$ cat config.mk
export PLATFORM = sky130hd
export DESIGN_NAME = vertex_accu_top
export DESIGN_NICKNAME = d
export VERILOG_FILES = /design/src/common/gnn_accu_pkg.sv /design/src/hw/bank_dispatch.sv /design/src/hw/output_grant_arbiter.sv /design/src/hw/vertex_accu_top.sv /design/src/vertex_accu/vertex_bank.sv
export SDC_FILE = /design/constraint.sdc
export NUM_CORES = 1
export LEC_CHECK = 0
export BUFFER_PORTS_ARGS = -buffer_cell sky130_fd_sc_hd__buf_4
export CELL_PAD_IN_SITES_DETAIL_PLACEMENT = 0
export CELL_PAD_IN_SITES_GLOBAL_PLACEMENT = 1
export CORE_ASPECT_RATIO = 1.75
export CORE_UTILIZATION = 55
export DETAILED_ROUTE_END_ITERATION = 10
export PLACE_DENSITY = 0.95
export RECOVER_POWER = 50
export SYNTH_ARGS = -nofsm -noshare
export SYNTH_HDL_FRONTEND = slang
export SYNTH_HIERARCHICAL = 1
export SYNTH_SLANG_ARGS = --single-unit
export TNS_END_PERCENT = 5
$ cat constraint.sdc
create_clock -name clk -period 9.3 [get_ports clk]
set_clock_uncertainty 0.15 [all_clocks]
set_input_delay 2.325 -clock clk [delete_from_list [all_inputs] [get_ports clk]]
set_output_delay 2.325 -clock clk [all_outputs]
set_load 0.02 [all_outputs]
$ cat src/common/gnn_accu_pkg.sv
package gnn_accu_pkg;

    // bank array size
    localparam int NUM_BANKS = 4;

    // feature slots held by one bank
    localparam int MAX_FV_NUM = 8;

    // width of a single feature value
    localparam int FV_SIZE = 8;

    // node id range and width
    localparam int MAX_NODE_ID = 256;
    localparam int NODE_ID_W = $clog2(MAX_NODE_ID);

    // one extra bit lets a full bank count fit in the feature index
    localparam int FV_CNT_W = $clog2(MAX_FV_NUM) + 1;

    // bank index width
    localparam int BANK_SEL_W = $clog2(NUM_BANKS);

    // two features per output beat
    localparam int OUT_DATA_W = 2 * FV_SIZE;

    typedef logic [BANK_SEL_W-1:0] bank_sel_t;

    // one input beat from the vertex PE
    typedef struct packed {
        logic [FV_SIZE-1:0]   data;
        logic [NODE_ID_W-1:0] node_id;
    } vertex_data_t;

    // per-beat stream strobes
    typedef struct packed {
        logic sos;
        logic eos;
        logic change;
    } vertex_cntl_t;

    // one output beat with the low feature in the low byte
    typedef struct packed {
        logic                  req;
        logic                  grant_valid;
        logic                  sos;
        logic                  eos;
        logic [NODE_ID_W-1:0]  node_id;
        logic [OUT_DATA_W-1:0] data;
    } out_pkt_t;

endpackage

$ cat src/hw/bank_dispatch.sv
module bank_dispatch (
    input  logic                                clk,
    input  logic                                reset,
    input  gnn_accu_pkg::vertex_data_t          in_data,
    input  gnn_accu_pkg::vertex_cntl_t          in_cntl,
    input  logic [gnn_accu_pkg::NUM_BANKS-1:0]  bank_busy,
    output gnn_accu_pkg::vertex_data_t          bank_data [gnn_accu_pkg::NUM_BANKS],
    output gnn_accu_pkg::vertex_cntl_t          bank_cntl [gnn_accu_pkg::NUM_BANKS],
    output logic                                in_ready
);

    import gnn_accu_pkg::*;

    // stream currently routed to a bank
    logic      active;
    bank_sel_t sel;

    logic [NUM_BANKS-1:0] claim_mask;
    logic [NUM_BANKS-1:0] idle_mask;
    logic                 free_found;
    bank_sel_t            free_sel;
    logic                 route_en;
    bank_sel_t            route_sel;

    always_comb begin
        claim_mask = '0;
        if (active) begin
            claim_mask[sel] = 1'b1;
        end
    end

    assign idle_mask = ~bank_busy & ~claim_mask;
    assign in_ready  = |idle_mask;

    // descending scan so the lowest idle bank wins
    always_comb begin
        free_found = 1'b0;
        free_sel = '0;
        for (int b = NUM_BANKS - 1; b >= 0; b--) begin
            if (idle_mask[b]) begin
                free_found = 1'b1;
                free_sel = bank_sel_t'(b);
            end
        end
    end

    assign route_en  = active | (in_cntl.sos & free_found);
    assign route_sel = active ? sel : free_sel;

    always_comb begin
        for (int b = 0; b < NUM_BANKS; b++) begin
            bank_data[b] = '0;
            bank_cntl[b] = '0;
            if (route_en && route_sel == bank_sel_t'(b)) begin
                bank_data[b] = in_data;
                bank_cntl[b] = in_cntl;
            end
        end
    end

    always_ff @(posedge clk) begin
        if (reset) begin
            active <= 1'b0;
            sel <= '0;
        end else if (active) begin
            if (in_cntl.eos) begin
                active <= 1'b0;
            end
        end else if (in_cntl.sos && free_found && !in_cntl.eos) begin
            // single-beat streams never latch
            active <= 1'b1;
            sel <= free_sel;
        end
    end

endmodule

$ cat src/hw/output_grant_arbiter.sv
module output_grant_arbiter (
    input  logic                               clk,
    input  logic                               reset,
    input  gnn_accu_pkg::out_pkt_t             bank_pkt [gnn_accu_pkg::NUM_BANKS],
    output logic [gnn_accu_pkg::NUM_BANKS-1:0] bank_grant,
    output gnn_accu_pkg::out_pkt_t             out_pkt
);

    import gnn_accu_pkg::*;

    // rr_ptr holds the bank last granted and stays on the owner while locked
    bank_sel_t rr_ptr;
    logic      grant_lock;

    logic      next_found;
    bank_sel_t next_sel;
    logic      burst_done;

    // search starts one past the last bank served
    always_comb begin
        bank_sel_t cand;
        next_found = 1'b0;
        next_sel = rr_ptr;
        for (int i = 1; i <= NUM_BANKS; i++) begin
            cand = bank_sel_t'((int'(rr_ptr) + i) % NUM_BANKS);
            if (!next_found && bank_pkt[cand].req) begin
                next_found = 1'b1;
                next_sel = cand;
            end
        end
    end

    assign burst_done = grant_lock & bank_pkt[rr_ptr].grant_valid & bank_pkt[rr_ptr].eos;

    always_comb begin
        bank_grant = '0;
        if (grant_lock) begin
            bank_grant[rr_ptr] = 1'b1;
        end
    end

    // granted bank drives the output and req stays internal
    always_comb begin
        out_pkt = '0;
        if (grant_lock) begin
            out_pkt = bank_pkt[rr_ptr];
            out_pkt.req = 1'b0;
        end
    end

    always_ff @(posedge clk) begin
        if (reset) begin
            grant_lock <= 1'b0;
            rr_ptr <= bank_sel_t'(NUM_BANKS - 1);
        end else if (grant_lock) begin
            if (burst_done) begin
                grant_lock <= 1'b0;
            end
        end else if (next_found) begin
            grant_lock <= 1'b1;
            rr_ptr <= next_sel;
        end
    end

endmodule

$ cat src/hw/vertex_accu_top.sv
module vertex_accu_top (
    input  logic                       clk,
    input  logic                       reset,
    input  gnn_accu_pkg::vertex_data_t in_data,
    input  gnn_accu_pkg::vertex_cntl_t in_cntl,
    output logic                       in_ready,
    output gnn_accu_pkg::out_pkt_t     out_pkt
);

    import gnn_accu_pkg::*;

    vertex_data_t         bank_data [NUM_BANKS];
    vertex_cntl_t         bank_cntl [NUM_BANKS];
    out_pkt_t             bank_pkt [NUM_BANKS];
    logic [NUM_BANKS-1:0] bank_busy;
    logic [NUM_BANKS-1:0] bank_grant;

    bank_dispatch i_bank_dispatch (
        .clk       (clk),
        .reset     (reset),
        .in_data   (in_data),
        .in_cntl   (in_cntl),
        .bank_busy (bank_busy),
        .bank_data (bank_data),
        .bank_cntl (bank_cntl),
        .in_ready  (in_ready)
    );

    for (genvar b = 0; b < NUM_BANKS; b++) begin : g_bank
        vertex_bank i_vertex_bank (
            .clk             (clk),
            .reset           (reset),
            .vertex_data_pkt (bank_data[b]),
            .vertex_cntl_pkt (bank_cntl[b]),
            .req_grant       (bank_grant[b]),
            .bank_busy       (bank_busy[b]),
            .outbuff_pkt     (bank_pkt[b])
        );
    end

    output_grant_arbiter i_output_grant_arbiter (
        .clk        (clk),
        .reset      (reset),
        .bank_pkt   (bank_pkt),
        .bank_grant (bank_grant),
        .out_pkt    (out_pkt)
    );

endmodule

$ cat src/vertex_accu/vertex_bank.sv
module vertex_bank (
    input  logic                       clk,
    input  logic                       reset,
    input  gnn_accu_pkg::vertex_data_t vertex_data_pkt,
    input  gnn_accu_pkg::vertex_cntl_t vertex_cntl_pkt,
    input  logic                       req_grant,
    output logic                       bank_busy,
    output gnn_accu_pkg::out_pkt_t     outbuff_pkt
);

    import gnn_accu_pkg::*;

    typedef enum logic [1:0] {
        s_idle      = 2'd0,
        s_stream_in = 2'd1,
        s_out_wait  = 2'd2,
        s_out_burst = 2'd3
    } state_t;

    state_t state;

    // accumulated feature sums
    logic [MAX_FV_NUM-1:0][FV_SIZE-1:0] slots;

    // feature index while streaming, beat pointer while draining
    logic [FV_CNT_W-1:0] cnt;
    logic [FV_CNT_W-1:0] cnt_step;
    logic [FV_CNT_W-1:0] fv_num;
    logic [NODE_ID_W-1:0] cur_node_id;

    logic [FV_CNT_W-2:0] slot_lo;
    logic [FV_CNT_W-2:0] slot_hi;
    logic last_beat;
    logic hi_valid;
    logic [OUT_DATA_W-1:0] beat_data;

    assign bank_busy = (state != s_idle);

    assign slot_lo  = cnt[FV_CNT_W-2:0];
    assign slot_hi  = slot_lo + 1'b1;
    assign cnt_step = cnt + FV_CNT_W'(2);

    // last pair once two more features reach the count
    assign last_beat = (cnt_step >= fv_num);
    // odd count leaves the high half of the final beat empty
    assign hi_valid  = (cnt_step <= fv_num);

    assign beat_data = {hi_valid ? slots[slot_hi] : {FV_SIZE{1'b0}}, slots[slot_lo]};

    always_comb begin
        outbuff_pkt = '0;
        outbuff_pkt.node_id = cur_node_id;
        case (state)
            s_idle: begin
                // single-beat stream asks for the output right away
                outbuff_pkt.req = vertex_cntl_pkt.sos & vertex_cntl_pkt.eos;
            end
            s_stream_in: begin
                outbuff_pkt.req = vertex_cntl_pkt.eos;
            end
            s_out_wait: begin
                if (req_grant) begin
                    outbuff_pkt.grant_valid = 1'b1;
                    outbuff_pkt.sos = 1'b1;
                    outbuff_pkt.eos = last_beat;
                    outbuff_pkt.data = beat_data;
                end else begin
                    outbuff_pkt.req = 1'b1;
                end
            end
            s_out_burst: begin
                outbuff_pkt.grant_valid = 1'b1;
                outbuff_pkt.eos = last_beat;
                outbuff_pkt.data = beat_data;
            end
            default: begin
                outbuff_pkt.req = 1'b0;
            end
        endcase
    end

    always_ff @(posedge clk) begin
        if (reset) begin
            state <= s_idle;
            slots <= '0;
            cnt <= '0;
        end else begin
            case (state)
                s_idle: begin
                    if (vertex_cntl_pkt.sos) begin
                        slots[slot_lo] <= slots[slot_lo] + vertex_data_pkt.data;
                        if (vertex_cntl_pkt.eos) begin
                            state <= s_out_wait;
                        end else begin
                            state <= s_stream_in;
                            if (vertex_cntl_pkt.change) begin
                                cnt <= cnt + 1'b1;
                            end
                        end
                    end
                end
                s_stream_in: begin
                    slots[slot_lo] <= slots[slot_lo] + vertex_data_pkt.data;
                    if (vertex_cntl_pkt.eos) begin
                        state <= s_out_wait;
                        cnt <= '0;
                    end else if (vertex_cntl_pkt.change) begin
                        cnt <= cnt + 1'b1;
                    end
                end
                s_out_wait, s_out_burst: begin
                    // stall in out_wait until the arbiter hands over the output
                    if (state == s_out_burst || req_grant) begin
                        if (last_beat) begin
                            state <= s_idle;
                            slots <= '0;
                            cnt <= '0;
                        end else begin
                            state <= s_out_burst;
                            cnt <= cnt_step;
                        end
                    end
                end
                default: state <= s_idle;
            endcase
        end
    end

    // node id and feature count are captured once per stream
    always_ff @(posedge clk) begin
        if (state == s_idle && vertex_cntl_pkt.sos) begin
            cur_node_id <= vertex_data_pkt.node_id;
        end
        if ((state == s_idle && vertex_cntl_pkt.sos) || state == s_stream_in) begin
            if (vertex_cntl_pkt.eos) begin
                fv_num <= cnt + 1'b1;
            end
        end
    end

endmodule

==> summary by stage <==
Setup path
The critical path arrival is 4.99 ns. The endpoint identified for the worst register-to-register timing path is i_output_grant_arbiter/rr_ptr[1]. The kind of start point of the critical path is a register.

For the worst flop-to-flop path, the logic depth is 12. Data on the critical path is required at its endpoint by 6.83 ns. Setup slack on the worst reg-to-reg path comes out at 3.58 ns. Along the worst path, the maximum fanout reaches 41. In this run the worst setup path begins at g_bank[0].i_vertex_bank/cnt[0].

The reg-to-reg startpoint is g_bank[1].i_vertex_bank/state[1]. The nature of the critical path endpoint is an output port. The critical path in this run is classified as register to output port.

Place
Detailed placement finished with a half-perimeter wire length of 45100 µm. The number of placed instances with taps included is 2224. In this run the tool buffered the top-level ports with 48 buffer cells. The routability-driven placement congestion ratio is 0.957. Before CTS, the worst setup slack after placement is 3.15 ns.

Timing
After layout, the minimum clock period comes to 7.47 ns. The worst hold margin is 0.343 ns. Timing would allow up to 0.134 GHz. The share of the cycle needed by the critical path after routing is 0.803. For the pin with the worst max-slew slack, the measured transition is 2.84 ns.

The count of endpoints failing setup in the final report is 0. The final-report hold violation count is 0. The number of slew-limit violations in the final report is 216. Setup repair after global routing left no endpoint under its margin.

The worst path setup slack after routing is 1.83 ns. Setup total negative slack on the finished layout was measured at 0 ns. The relative slew slack is -0.893.

Route
The wire length per cell is 27.1 µm. The detailed-router iteration count before antenna repair is 5. The total DRC errors in the routed layout is 0. The remaining number of nets flagged by the antenna check after routing is 0.

The wire length reported by the detailed router is 61900 µm. After the first detailed-routing iteration, the DRC count stood at 1350. The number of vias per cell after detailed routing is 7.02. The total via count in the routed design is 16000.

GRT
Entering global routing, the biggest net connects 56 pins. The number of global-route vias before repair was 16200. The first global-routing pass estimated 94800 µm of wire.

The number of antenna violations at the first check in global routing is 4. The total overflow left after global routing is 0. The aggregate global-route resource usage is 0.347.

Pwr
The total power is 3.42 mW. Summed over all cells, the static leakage comes to 7.63 nW. Dividing total power by cell area gives a power density of 162 nW/µm². The peak ir drop on the vdd network is 0.149 mV.

Synthesis
For this run, the register share of the synthesized area comes to 0.365. The post-synthesis instance area is 19600 µm². Counting flops with a built-in enable in the synthesized netlist gives 48. After synthesis, the mean cell area works out to 11.0 µm².

Yosys attributes the largest share of cell area to sky130_fd_sc_hd__dfxtp_1 29%, sky130_fd_sc_hd__mux4_2 18%, sky130_fd_sc_hd__a22o_1 8.6%. Of the post-synthesis cell area, the dominant cell type holds 0.292. The number of standard cells after synthesis is 1792. The cell type with the highest aggregate area in the netlist is sky130_fd_sc_hd__dfxtp_1. For this run, the leading register cell type out of synthesis is sky130_fd_sc_hd__dfxtp_1. After synthesis, the netlist uses 65 different library cells. The number of nets handed over by synthesis was 1885. Counting flops and latches in the post-synthesis netlist gives 334. The number of warnings reported in the yosys synthesis log is 6. The proportion of register bits with asynchronous set or reset after synthesis is 0.

Hold path
For hold timing, the worst endpoint is g_bank[2].i_vertex_bank/slots[8]. The worst hold path begins at g_bank[2].i_vertex_bank/slots[8]. Counting instances, the worst hold path has a depth of 1.

In this run the worst hold path is classified as register to register.

Outcome
The flow ran to the end, but the final reports show violations. The final reports fail on max-capacitance violations, max-slew violations.

Clock tree
The number of clock buffers added by TritonCTS is 31. The root buffer cell is sky130_fd_sc_hd__clkbuf_16. Clock-pin slew was measured on the worst setup and hold paths at 0.07 ns.

The clock passes through at most 3 buffers. Post-CTS timing repair inserted 0 buffers for setup. In this run, post-CTS repair resized a total of 0 instances.

The TritonCTS clock tree is done. The number of clock sinks is 334. CTS built an H-tree with a depth of 1. The hold-fix buffer count after cts is 0. The source-to-sink clock delay at the later pin of the worst-skew pair is 0.60 ns.

Floorplanning
The x dimension of the die is 145 µm. The row count is 91. The initial utilization of the core area, before any placement, comes to 0.558. The floorplan step defined a die boundary enclosing 36500 µm². The placeable core area is 35200 µm². The number of top-level pins is 50. The overall die height is 252 µm.

Finish
In the layout the commonest cells are 283 x sky130_fd_sc_hd__dfxtp_1, 192 x sky130_fd_sc_hd__a22o_1, 185 x sky130_fd_sc_hd__nand2_1. The layout-stage area growth over the synthesis result is 7.48%. Leaving out filler cells and counting taps, the final layout contains 2282. The number of nets at the end of the flow is 1885. Leaving out fill and tap cells, the most frequent cell in the layout is sky130_fd_sc_hd__dfxtp_1.

The ratio of cells with drive above 1 in the final layout is 0.167.

Run
Across the run, the number of max-cap violations was 9.
-- worst max-delay path by stage --
stage | endpoint | slack, ns | cells after the start
finish | out_pkt[8] | 1.83 | 7
floorplan | out_pkt[24] | 3.89 | 9
detailed placement | out_pkt[24] | 3.15 | 8
CTS | out_pkt[24] | 2.53 | 8
global placement | out_pkt[24] | 3.23 | 8
global route | out_pkt[8] | 1.54 | 7
-- per-layer routing --
| metal | vias to the layer above | global-route usage | wire length (µm) |
|---|---|---|---|
| met5 | - | 0 | 57 |
| met4 | 8 | 0.259 | 5380 |
| met3 | 279 | 0.0725 | 5140 |
| met2 | 867 | 0.597 | 31200 |
| met1 | 7944 | 0.368 | 20100 |
| li1 | 6933 | - | - |
-- layout make-up --
type / instances / area [µm²]
clock inverters: 12 / 121
diodes: 1 / 2.50
multi-input cells: 1299 / 11600
clock buffers: 45 / 910
fillers: 2871 / 14100
flip-flops and latches: 334 / 7170
repair buffers: 65 / 458
well taps: 465 / 582
inverters: 61 / 229
-- sequential cells by signal, summed over array words and instances, names as in the netlist --
register / count
g_bank.i_vertex_bank/fv_num: 16
g_bank.i_vertex_bank/cur_node_id: 32
g_bank.i_vertex_bank/state: 8
i_output_grant_arbiter/grant_lock: 1
i_bank_dispatch/active: 1
g_bank.i_vertex_bank/cnt: 16
i_output_grant_arbiter/rr_ptr: 2
g_bank.i_vertex_bank/slots: 256
i_bank_dispatch/sel: 2
-- power by group --
part | leakage, nW | total, mW | switching [mW] | internal [mW]
combinational | 4.36 | 0.553 | 0.348 | 0.205
sequential | 2.75 | 1.56 | 0.0677 | 1.49
clock | 0.515 | 1.31 | 0.573 | 0.735
-- worst max-delay path: stages, from the launching register on --
cell,delay (ns)
sky130_fd_sc_hd__dfxtp_1,1.72
sky130_fd_sc_hd__ha_1,0.99
sky130_fd_sc_hd__mux4_2,0.59
sky130_fd_sc_hd__nand2_1,0.09
sky130_fd_sc_hd__a21oi_1,0.08
sky130_fd_sc_hd__mux4_2,0.55
sky130_fd_sc_hd__and2_1,0.20
sky130_fd_sc_hd__buf_4,0.16
-- Yosys cell counts (8+ instances only) --
library cell               instances
sky130_fd_sc_hd__dfxtp_1         286
sky130_fd_sc_hd__a22o_1          192
sky130_fd_sc_hd__nand2_1         185
sky130_fd_sc_hd__mux4_2          155
sky130_fd_sc_hd__and2_1          120
sky130_fd_sc_hd__a21oi_1         101
sky130_fd_sc_hd__ha_1             68
sky130_fd_sc_hd__a32o_1           64
sky130_fd_sc_hd__nor2_1           57
sky130_fd_sc_hd__edfxtp_1         48
sky130_fd_sc_hd__inv_1            47
sky130_fd_sc_hd__buf_2            40
sky130_fd_sc_hd__nand2b_1         38
sky130_fd_sc_hd__clkbuf_1         36
sky130_fd_sc_hd__a211oi_2         34
sky130_fd_sc_hd__nor2b_1          26
sky130_fd_sc_hd__xnor2_1          25
sky130_fd_sc_hd__a21o_1           22
sky130_fd_sc_hd__o21ai_0          19
sky130_fd_sc_hd__xor2_1           19
sky130_fd_sc_hd__nor3b_1          15
sky130_fd_sc_hd__buf_1            13
sky130_fd_sc_hd__inv_2            13
sky130_fd_sc_hd__a211oi_1         12
sky130_fd_sc_hd__mux2i_1          11
sky130_fd_sc_hd__nor3_1           10
sky130_fd_sc_hd__o21ai_1           9
sky130_fd_sc_hd__a311oi_1          8
sky130_fd_sc_hd__nand3b_1          8
sky130_fd_sc_hd__nand4_1           8
-- stage by stage --
step | area (µm²) | util
3_3_place_gp | 20200 | 0.575
3_5_place_dp | 20200 | 0.575
4_1_cts | 21300 | 0.605
2_1_floorplan | 19600 | -
6_report | 21100 | 0.600
5_1_grt | 21100 | 0.600
-- cells by family after synthesis --
| group | share of synthesized area |
|---|---|
| compound gates | 0.212 |
| xor+xnor | 0.0196 |
| fa+ha+maj | 0.0474 |
| buf+inv | 0.0351 |
| flops | 0.365 |
| mux | 0.190 |
| other cells | 0.000191 |
| simple gates | 0.130 |
Note: power is estimated with default switching activity, not from simulation.
